`src/bulk_endp_pkg.sv`:
```
`default_nettype none

package bulk_endp_pkg;

   // Largest bulk packet in each direction
   localparam int IN_MAX_PACKET = 8;
   localparam int OUT_MAX_PACKET = 8;

   // One spare slot tells a full ring apart from an empty one
   localparam int IN_DEPTH = IN_MAX_PACKET + 1;
   localparam int OUT_DEPTH = OUT_MAX_PACKET + 1;

   // Clocks per full-speed bit, also the application byte spacing
   localparam int BIT_SAMPLES = 4;

   typedef logic [7:0] byte_t;

   // OUT data and handshake strobe coming from the SIE
   typedef struct packed {
      byte_t data;
      logic  valid;
      logic  err;
      logic  ready;
   } sie_out_t;

   // IN transaction request and consume strobe from the SIE
   typedef struct packed {
      logic req;
      logic ready;
   } sie_in_req_t;

   // IN data handed to the SIE
   typedef struct packed {
      byte_t data;
      logic  valid;
   } sie_in_tx_t;

   // One application byte with its valid
   typedef struct packed {
      byte_t data;
      logic  valid;
   } app_stream_t;

endpackage

`default_nettype wire

```
`src/byte_ring.sv`:
```
`timescale 1ns/1ps
`default_nettype none

module byte_ring
   import bulk_endp_pkg::*;
#(
   parameter int DEPTH = IN_DEPTH
) (
   input  wire logic                     clk_i,
   input  wire logic                     rstn,
   input  wire logic                     wr_en_i,
   input  wire logic [$clog2(DEPTH)-1:0] wr_ptr_i,
   input  wire byte_t                    wr_data_i,
   input  wire logic [$clog2(DEPTH)-1:0] rd_ptr_i,
   output byte_t                         rd_data_o
);

   byte_t mem_q [DEPTH];

   // Every slot starts at zero after reset
   always_ff @(posedge clk_i or negedge rstn) begin
      if (!rstn) begin
         for (int i = 0; i < DEPTH; i++) begin
            mem_q[i] <= '0;
         end
      end else if (wr_en_i) begin
         mem_q[wr_ptr_i] <= wr_data_i;
      end
   end

   // The owner picks which slot is read
   assign rd_data_o = mem_q[rd_ptr_i];

   // The endpoint wraps its pointers before they reach DEPTH
   a_wr_ptr_range: assert property (
      @(posedge clk_i) disable iff (!rstn)
      wr_ptr_i < DEPTH
   );

endmodule

`default_nettype wire

```
`src/in_endp.sv`:
```
`timescale 1ns/1ps
`default_nettype none

module in_endp
   import bulk_endp_pkg::*;
(
   input  wire logic        clk_i,
   input  wire logic        rstn,
   input  wire app_stream_t app_in_i,
   output logic             app_in_ready_o,
   input  wire sie_in_req_t sie_in_req_i,
   input  wire logic        sie_out_valid_i,
   input  wire logic        sie_out_ready_i,
   output sie_in_tx_t       sie_in_o
);

   localparam int PTR_W = $clog2(IN_DEPTH);
   localparam int CNT_W = $clog2(BIT_SAMPLES);

   typedef logic [PTR_W-1:0] ptr_t;
   typedef logic [CNT_W-1:0] cnt_t;

   localparam ptr_t PTR_LAST = ptr_t'(IN_DEPTH - 1);
   localparam cnt_t CNT_MAX = cnt_t'(BIT_SAMPLES - 1);

   ptr_t  wr_ptr_q;
   ptr_t  cmt_ptr_q;
   ptr_t  rd_ptr_q;
   logic  pend_q;
   logic  req_q;
   logic  valid_q;
   cnt_t  cnt_q;
   logic  full;
   logic  app_acc;
   logic  in_start;
   logic  tx_adv;
   byte_t rd_data;

   function automatic ptr_t inc(input ptr_t p);
      return (p == PTR_LAST) ? '0 : p + 1'b1;
   endfunction

   // Space is freed only by committed reads, so replayed bytes stay put
   assign full = (inc(wr_ptr_q) == cmt_ptr_q);
   assign app_in_ready_o = (cnt_q == CNT_MAX) && !full;
   assign app_acc = app_in_i.valid && app_in_ready_o;

   // The application gets at most one byte in per pacing interval
   always_ff @(posedge clk_i or negedge rstn) begin
      if (!rstn) begin
         wr_ptr_q <= '0;
         cnt_q <= '0;
      end else if (cnt_q != CNT_MAX) begin
         cnt_q <= cnt_q + 1'b1;
      end else if (app_acc) begin
         cnt_q <= '0;
         wr_ptr_q <= inc(wr_ptr_q);
      end
   end

   byte_ring #(
      .DEPTH(IN_DEPTH)
   ) u_ring (
      .clk_i,
      .rstn,
      .wr_en_i  (app_acc),
      .wr_ptr_i (wr_ptr_q),
      .wr_data_i(app_in_i.data),
      .rd_ptr_i (rd_ptr_q),
      .rd_data_o(rd_data)
   );

   assign in_start = sie_in_req_i.req && !req_q;

   // Never step past the last written byte, even in the cycle valid lags
   assign tx_adv = sie_in_req_i.req && req_q && sie_in_req_i.ready && valid_q &&
                   (rd_ptr_q != wr_ptr_q);

   // The SIE read position rewinds on every new request and is committed on the host ACK
   always_ff @(posedge clk_i or negedge rstn) begin
      if (!rstn) begin
         req_q <= 1'b0;
         rd_ptr_q <= '0;
         cmt_ptr_q <= '0;
         pend_q <= 1'b0;
         valid_q <= 1'b0;
      end else begin
         req_q <= sie_in_req_i.req;

         if (in_start) begin
            rd_ptr_q <= cmt_ptr_q;
            pend_q <= 1'b1;
         end else if (tx_adv) begin
            rd_ptr_q <= inc(rd_ptr_q);
         end

         // The first strobe after the transaction decides the outcome
         // A data strobe means the host went on to an OUT, so no ACK came
         if (!sie_in_req_i.req && sie_out_ready_i) begin
            pend_q <= 1'b0;
            if (pend_q && !sie_out_valid_i) begin
               cmt_ptr_q <= rd_ptr_q;
            end
         end

         if (!sie_in_req_i.req) begin
            valid_q <= 1'b0;
         end else if (in_start) begin
            valid_q <= (cmt_ptr_q != wr_ptr_q);
         end else if (rd_ptr_q == wr_ptr_q) begin
            valid_q <= 1'b0;
         end
      end
   end

   assign sie_in_o = '{data: rd_data, valid: valid_q};

   // An accepted byte never lands on the oldest unacknowledged byte
   a_no_write_when_full: assert property (
      @(posedge clk_i) disable iff (!rstn)
      app_acc |=> (wr_ptr_q != cmt_ptr_q)
   );

endmodule

`default_nettype wire

```
`src/out_endp.sv`:
```
`timescale 1ns/1ps
`default_nettype none

module out_endp
   import bulk_endp_pkg::*;
(
   input  wire logic     clk_i,
   input  wire logic     rstn,
   input  wire sie_out_t sie_out_i,
   output logic          out_nak_o,
   output app_stream_t   app_out_o,
   input  wire logic     app_out_ready_i
);

   localparam int PTR_W = $clog2(OUT_DEPTH);
   localparam int CNT_W = $clog2(BIT_SAMPLES);

   typedef logic [PTR_W-1:0] ptr_t;
   typedef logic [CNT_W-1:0] cnt_t;

   localparam ptr_t PTR_LAST = ptr_t'(OUT_DEPTH - 1);
   localparam cnt_t CNT_MAX = cnt_t'(BIT_SAMPLES - 1);

   typedef enum logic [1:0] {
      ST_IDLE,
      ST_DATA,
      ST_NAK
   } state_t;

   state_t state_q;
   ptr_t   cmt_wr_q;
   ptr_t   tr_wr_q;
   ptr_t   rd_ptr_q;
   logic   nak_q;
   logic   full_q;
   cnt_t   cnt_q;
   logic   strobe_err;
   logic   strobe_end;
   logic   strobe_byte;
   logic   byte_acc;
   logic   empty;
   logic   out_valid;
   logic   app_take;
   byte_t  rd_data;

   function automatic ptr_t inc(input ptr_t p);
      return (p == PTR_LAST) ? '0 : p + 1'b1;
   endfunction

   assign strobe_err = sie_out_i.ready && sie_out_i.err;
   assign strobe_end = sie_out_i.ready && !sie_out_i.err && !sie_out_i.valid;
   assign strobe_byte = sie_out_i.ready && !sie_out_i.err && sie_out_i.valid;

   // Once a packet has overflowed, the rest of it is refused too
   assign byte_acc = strobe_byte && !full_q && (state_q != ST_NAK);

   // SIE bytes go in at the transaction pointer
   always_ff @(posedge clk_i or negedge rstn) begin
      if (!rstn) begin
         state_q <= ST_IDLE;
         cmt_wr_q <= '0;
         tr_wr_q <= '0;
         nak_q <= 1'b0;
      end else if (strobe_err) begin
         state_q <= ST_IDLE;
         tr_wr_q <= cmt_wr_q;
         nak_q <= 1'b0;
      end else if (strobe_end) begin
         state_q <= ST_IDLE;
         // A NAKed packet is incomplete, so it is dropped
         if (nak_q) begin
            tr_wr_q <= cmt_wr_q;
         end else begin
            cmt_wr_q <= tr_wr_q;
         end
      end else if (strobe_byte) begin
         if (byte_acc) begin
            state_q <= ST_DATA;
            tr_wr_q <= inc(tr_wr_q);
            nak_q <= 1'b0;
         end else begin
            state_q <= ST_NAK;
            nak_q <= 1'b1;
         end
      end
   end

   byte_ring #(
      .DEPTH(OUT_DEPTH)
   ) u_ring (
      .clk_i,
      .rstn,
      .wr_en_i  (byte_acc),
      .wr_ptr_i (tr_wr_q),
      .wr_data_i(sie_out_i.data),
      .rd_ptr_i (rd_ptr_q),
      .rd_data_o(rd_data)
   );

   // The application only sees what has been committed
   assign empty = (rd_ptr_q == cmt_wr_q);
   assign out_valid = !empty && (cnt_q == CNT_MAX);
   assign app_take = out_valid && app_out_ready_i;

   // The application read side also samples the full status while the counter waits
   always_ff @(posedge clk_i or negedge rstn) begin
      if (!rstn) begin
         rd_ptr_q <= '0;
         cnt_q <= '0;
         full_q <= 1'b0;
      end else if (cnt_q != CNT_MAX) begin
         cnt_q <= cnt_q + 1'b1;
      end else begin
         full_q <= (inc(tr_wr_q) == rd_ptr_q);
         if (app_take) begin
            cnt_q <= '0;
            rd_ptr_q <= inc(rd_ptr_q);
         end
      end
   end

   assign app_out_o = '{data: rd_data, valid: out_valid};
   assign out_nak_o = nak_q;

   // Valid comes up only over bytes already committed or just committed
   a_valid_after_commit: assert property (
      @(posedge clk_i) disable iff (!rstn)
      $rose(out_valid) |-> $past((cmt_wr_q != rd_ptr_q) || (strobe_end && !nak_q))
   );

endmodule

`default_nettype wire

```
`src/bulk_endp.sv`:
```
`timescale 1ns/1ps
`default_nettype none

module bulk_endp
   import bulk_endp_pkg::*;
(
   input  wire logic        clk_i,
   input  wire logic        rstn,
   input  wire logic        usb_reset_i,

   // Application
   input  wire app_stream_t app_in_i,
   output logic             app_in_ready_o,
   output app_stream_t      app_out_o,
   input  wire logic        app_out_ready_i,

   // SIE
   input  wire sie_in_req_t sie_in_req_i,
   output sie_in_tx_t       sie_in_o,
   input  wire sie_out_t    sie_out_i,
   output logic             out_nak_o
);

   logic endp_rstn;

   // A bus reset from the host clears both endpoints like a power-on reset
   assign endp_rstn = rstn && !usb_reset_i;

   // The IN side watches the OUT strobes to catch the host ACK
   in_endp u_in_endp (
      .clk_i,
      .rstn           (endp_rstn),
      .app_in_i,
      .app_in_ready_o,
      .sie_in_req_i,
      .sie_out_valid_i(sie_out_i.valid),
      .sie_out_ready_i(sie_out_i.ready),
      .sie_in_o
   );

   out_endp u_out_endp (
      .clk_i,
      .rstn           (endp_rstn),
      .sie_out_i,
      .out_nak_o,
      .app_out_o,
      .app_out_ready_i
   );

endmodule

`default_nettype wire

```
`config.mk`:
```
export PLATFORM = sky130hd
export DESIGN_NAME = bulk_endp
export DESIGN_NICKNAME = d
export VERILOG_FILES = /design/src/bulk_endp_pkg.sv /design/src/byte_ring.sv /design/src/in_endp.sv /design/src/out_endp.sv /design/src/bulk_endp.sv
export SDC_FILE = /design/constraint.sdc
export NUM_CORES = 1
export LEC_CHECK = 0
export ABC_AREA = 1
export BUFFER_PORTS_ARGS = -buffer_cell sky130_fd_sc_hd__buf_2
export CAP_MARGIN = 30
export CORE_MARGIN = 8
export CORE_UTILIZATION = 30
export CTS_BUF_LIST = sky130_fd_sc_hd__clkbuf_8
export DETAILED_ROUTE_END_ITERATION = 10
export GPL_ROUTABILITY_DRIVEN = 0
export HOLD_SLACK_MARGIN = 0.06
export PLACE_DENSITY = 0.52
export SLEW_MARGIN = 20
export SYNTH_ARGS = -nofsm -noshare
export SYNTH_HDL_FRONTEND = slang
export SYNTH_SLANG_ARGS = --single-unit
```
`constraint.sdc`:
```
create_clock -name clk_i -period 11.85 [get_ports clk_i]
set_input_delay 0.5925 -clock clk_i [delete_from_list [all_inputs] [get_ports clk_i]]
set_output_delay 0.5925 -clock clk_i [all_outputs]
set_load 0.05 [all_outputs]
```
==> key figures <==
Outcome
  – Run status: complete, no violations

Routing
  – Residual antenna-violating net count after detailed routing: 0
  – DRT Pass-1 Iters: 5
  – Residual DRC: 0
  – DR vias/cell: 5.123
  – Initial drt markers: 715
  – Routed length per instance: approximately 18 µm
  – WL final: around 27000 µm
  – DR vias: 7720

Die
  – Initial Util: 0.3029
  – Area of the core: 30350 µm²
  – Die ar.: ~36000 µm²
  – Die height: 191.0 µm
  – IO Pins: between 40 and 50
  – Num rows: 64
  – DIE WIDTH: 191.0 µm

Synth
  – Synth top area share: 0.4873
  – Yosys warns: 0
  – Post-Syn Area: just over 9000 µm²
  – Avg Inst Size Synth: 8.409 µm²
  – Netlist cell types: 44
  – Ys flop type: dfrtp_1
  – Ys async rst share: 1.000
  – Syn Nets: between 1k and 1.5k
  – Synth area leader: dfrtp_1
  – #FFs+latches synth: approximately 180
  – Sequential area share after synthesis: 0.4873
  – Number of flops mapped to enable cells by yosys: 0
  – Gate count after technology mapping: ~1.1k
  – Largest cells by area after synthesis: dfrtp_1, nand2_1, o21ai_0

Final layout
  – Diodes inserted: 0
  – Layout Nets: roughly 1.1k
  – Post-Layout Cell Count: 1507
  – Multi-input logic area: 4043 µm²
  – Fraction of layout cells with a size suffix above 1: 0.1116
  – Register area: approximately 4500 µm²
  – Area delta synth->final: 9.665%
  – Fillcell total: roughly 3.2k

Worst setup path
  – Worst Setup Start Kind: flip-flop
  – CP required: between 10 and 15 ns
  – Crit Path Category: flip-flop to output port
  – Critical path endpoint category: output port
  – CP max stage delay: roughly 0.77 ns
  – Worst-path cell chain: inv_1 > nand3_1 > o21ai_0 > buf_2
  – Crit-path max FO: 21
  – CP max-delay cell: inv_1
  – Worst endpoint data arrival time: about 3.1 ns

Hold path
  – Worst hold-check path type: input pin to async pin

STA
  – Min Tclk post-route: 3.667 ns
  – Final period util: 0.3094
  – Count of final max-slew check failures: 0
  – Final number of hold-violating endpoints: 0
  – Layout Skew: 0.01452 ns
  – Worst Max-Slew Pin Slew: ~0.94 ns
  – TNS Setup: 0 ns
  – Setup violators final: 0
  – Fmax: between 200 and 300 MHz
  – RSZ-0062 raised after global routing: no
  – Max-slew headroom: 0.3736

Placed design
  – # port buffers: 45
  – Dpl hpwl: approximately 17000 µm
  – Placed Instances: approximately 1.5k

Clock tree
  – Post-CTS Repair Setup Buffers: 0
  – H-tree Lvls: 4
  – Hold_buf cts: 0
  – CTS max path bufs: 2
  – Post-CTS Resized: 0
  – CTS tree: built
  – Clock sink total: ~180
  – CTS Buf Count: 17
  – Clk Latency, worst-skew pair: approximately 0.47 ns
  – CTS clock-pin slew for the worst setup and hold paths: 0.10 ns
  – Clk root buf: clkbuf_8

Global route
  – First-pass GRT wire length: 43150 µm
  – GRT overflow: 0
  – GRT Overall Usage: 0.1501
  – Pin count of the biggest net entering global routing: between 80 and 90
  – Initial antenna violation count: 0
  – Vias in the first global route: about 7.5k

Power and ir drop
  – Leak: 4.696 nW
  – Worst vdd ir: about 0.26 mV
  – PD cells: ~280 nW/µm²

Job
  – # Max-Cap Violations: 0
[cells by family (layout without fill, tap and decap cells)]
group / count (synthesis) / after routing / synth area share
adder cells (fa/ha/maj): 14 / 14 / 0.01906
AND/OR/NAND/NOR: 511 / 511 / 0.2562
AO/OA/AOI/OAI: 237 / 237 / 0.1466
flip-flops: 179 / 179 / 0.4873
buffers and inverters: 134 / 152 / 0.07364
XOR/XNOR: 18 / 18 / 0.01715
[sequential cells by signal, indices dropped and copies added, names as in the netlist, 2 cells and up]
signal,count
u_out_endp.cnt_q,2
u_out_endp.cmt_wr_q,4
u_in_endp.wr_ptr_q,4
u_in_endp.cnt_q,2
u_out_endp.rd_ptr_q,4
u_out_endp.state_q,2
u_in_endp.rd_ptr_q,4
u_in_endp.cmt_ptr_q,4
u_out_endp.u_ring.mem_q,72
u_out_endp.tr_wr_q,4
u_in_endp.u_ring.mem_q,72
[report_power, final]
group | internal, mW | leakage (nW) | total [mW] | switching (mW)
Clock | 0.224 | 0.221 | 0.465 | 0.241
Sequential | 0.842 | 2.39 | 1.08 | 0.235
Combinational | 0.401 | 2.08 | 1.28 | 0.877
[critical path, delay by kind of cell (launching register included)]
family | cells | cell delay, ns
AOI/OAI and AO/OA | 1 | 0.28
DFF | 1 | 0.73
buffers and inverters | 2 | 1.08
and+or+nand+nor | 1 | 0.48
[through the flow]
step / utilization / total power [mW] / hold WS (ns) / cell area (µm²) / setup slack [ns]
2_1_floorplan: - / 2.057 / 0.4442 / 9191 / 0.4887
3_3_place_gp: 0.3142 / 2.330 / 0.4627 / 9537 / 8.180
3_5_place_dp: 0.3151 / 2.356 / 0.4627 / 9564 / 7.996
4_1_cts: 0.3294 / 2.829 / 0.2358 / 9996 / 7.462
5_1_grt: 0.3321 / 3.041 / 0.1822 / 10080 / 8.006
6_report: 0.3321 / 2.821 / 0.1816 / 10080 / 8.183
[final timing paths]
kind,start,to,slack [ns],cells after the start
worst min-delay path,rstn,u_out_endp.state_q[0]$_DFFE_PN0P_,0.18,4
worst max register to register,u_in_endp.wr_ptr_q[0]$_DFFE_PN0P_,u_in_endp.u_ring.mem_q[50]$_DFFE_PN0P_,9.19,10
worst max-delay path,u_out_endp.rd_ptr_q[1]$_DFFE_PN0P_,app_out_o[7],8.18,4
max in group asynchronous,usb_reset_i,u_in_endp.rd_ptr_q[0]$_DFFE_PN0P_,10.77,4
min in group clk_i,sie_in_req_i[1],u_in_endp.req_q$_DFF_PN0_,0.26,1
worst min register to register,u_out_endp.cnt_q[0]$_DFFE_PN0P_,u_out_endp.cnt_q[0]$_DFFE_PN0P_,0.48,1
[cells in the final DEF, fill, tap and decap left out, types with 14 or more instances in the layout]
cell type and instances:
dfrtp_1 178, nand4_1 88, nand2_1 282, inv_1 58, clkbuf_8 19, nand3_1 28
o21ai_1 32, o221ai_1 25, buf_2 45, ha_1 14, nor2_1 80, o21ai_0 143
[layer usage]
metal  GRT usage  vias to the layer above  routed length, µm
met3     0.02317                       26                940
met4     0.04326                        0                510
met2      0.2385                      163              12660
li1            -                     3738                  -
met1      0.2083                     3793              12850
met5           0                        -                  0
[synth_stat cells, drive strengths merged, types with 2 or more instances]
master	n
a31oi	3
nor2	91
a41oi	2
o22ai	9
clkinv	4
o211ai	7
a21oi	11
xor2	6
buf	43
or2	2
o21ai	175
nand3	37
clkbuf	26
xnor2	12
o221ai	25
inv	61
dfrtp	179
nand2	288
nand4	92
ha	14
[layout make-up]
type	count	share of cell area
flip-flops and latches	179	0.4445
multi-input cells	780	0.4011
well taps	396	0.04916
repair buffers	55	0.03774
clock buffers	19	0.02594
inverters	65	0.02470
clock inverters	13	0.01688
Note: power is estimated with default switching activity, not from simulation.
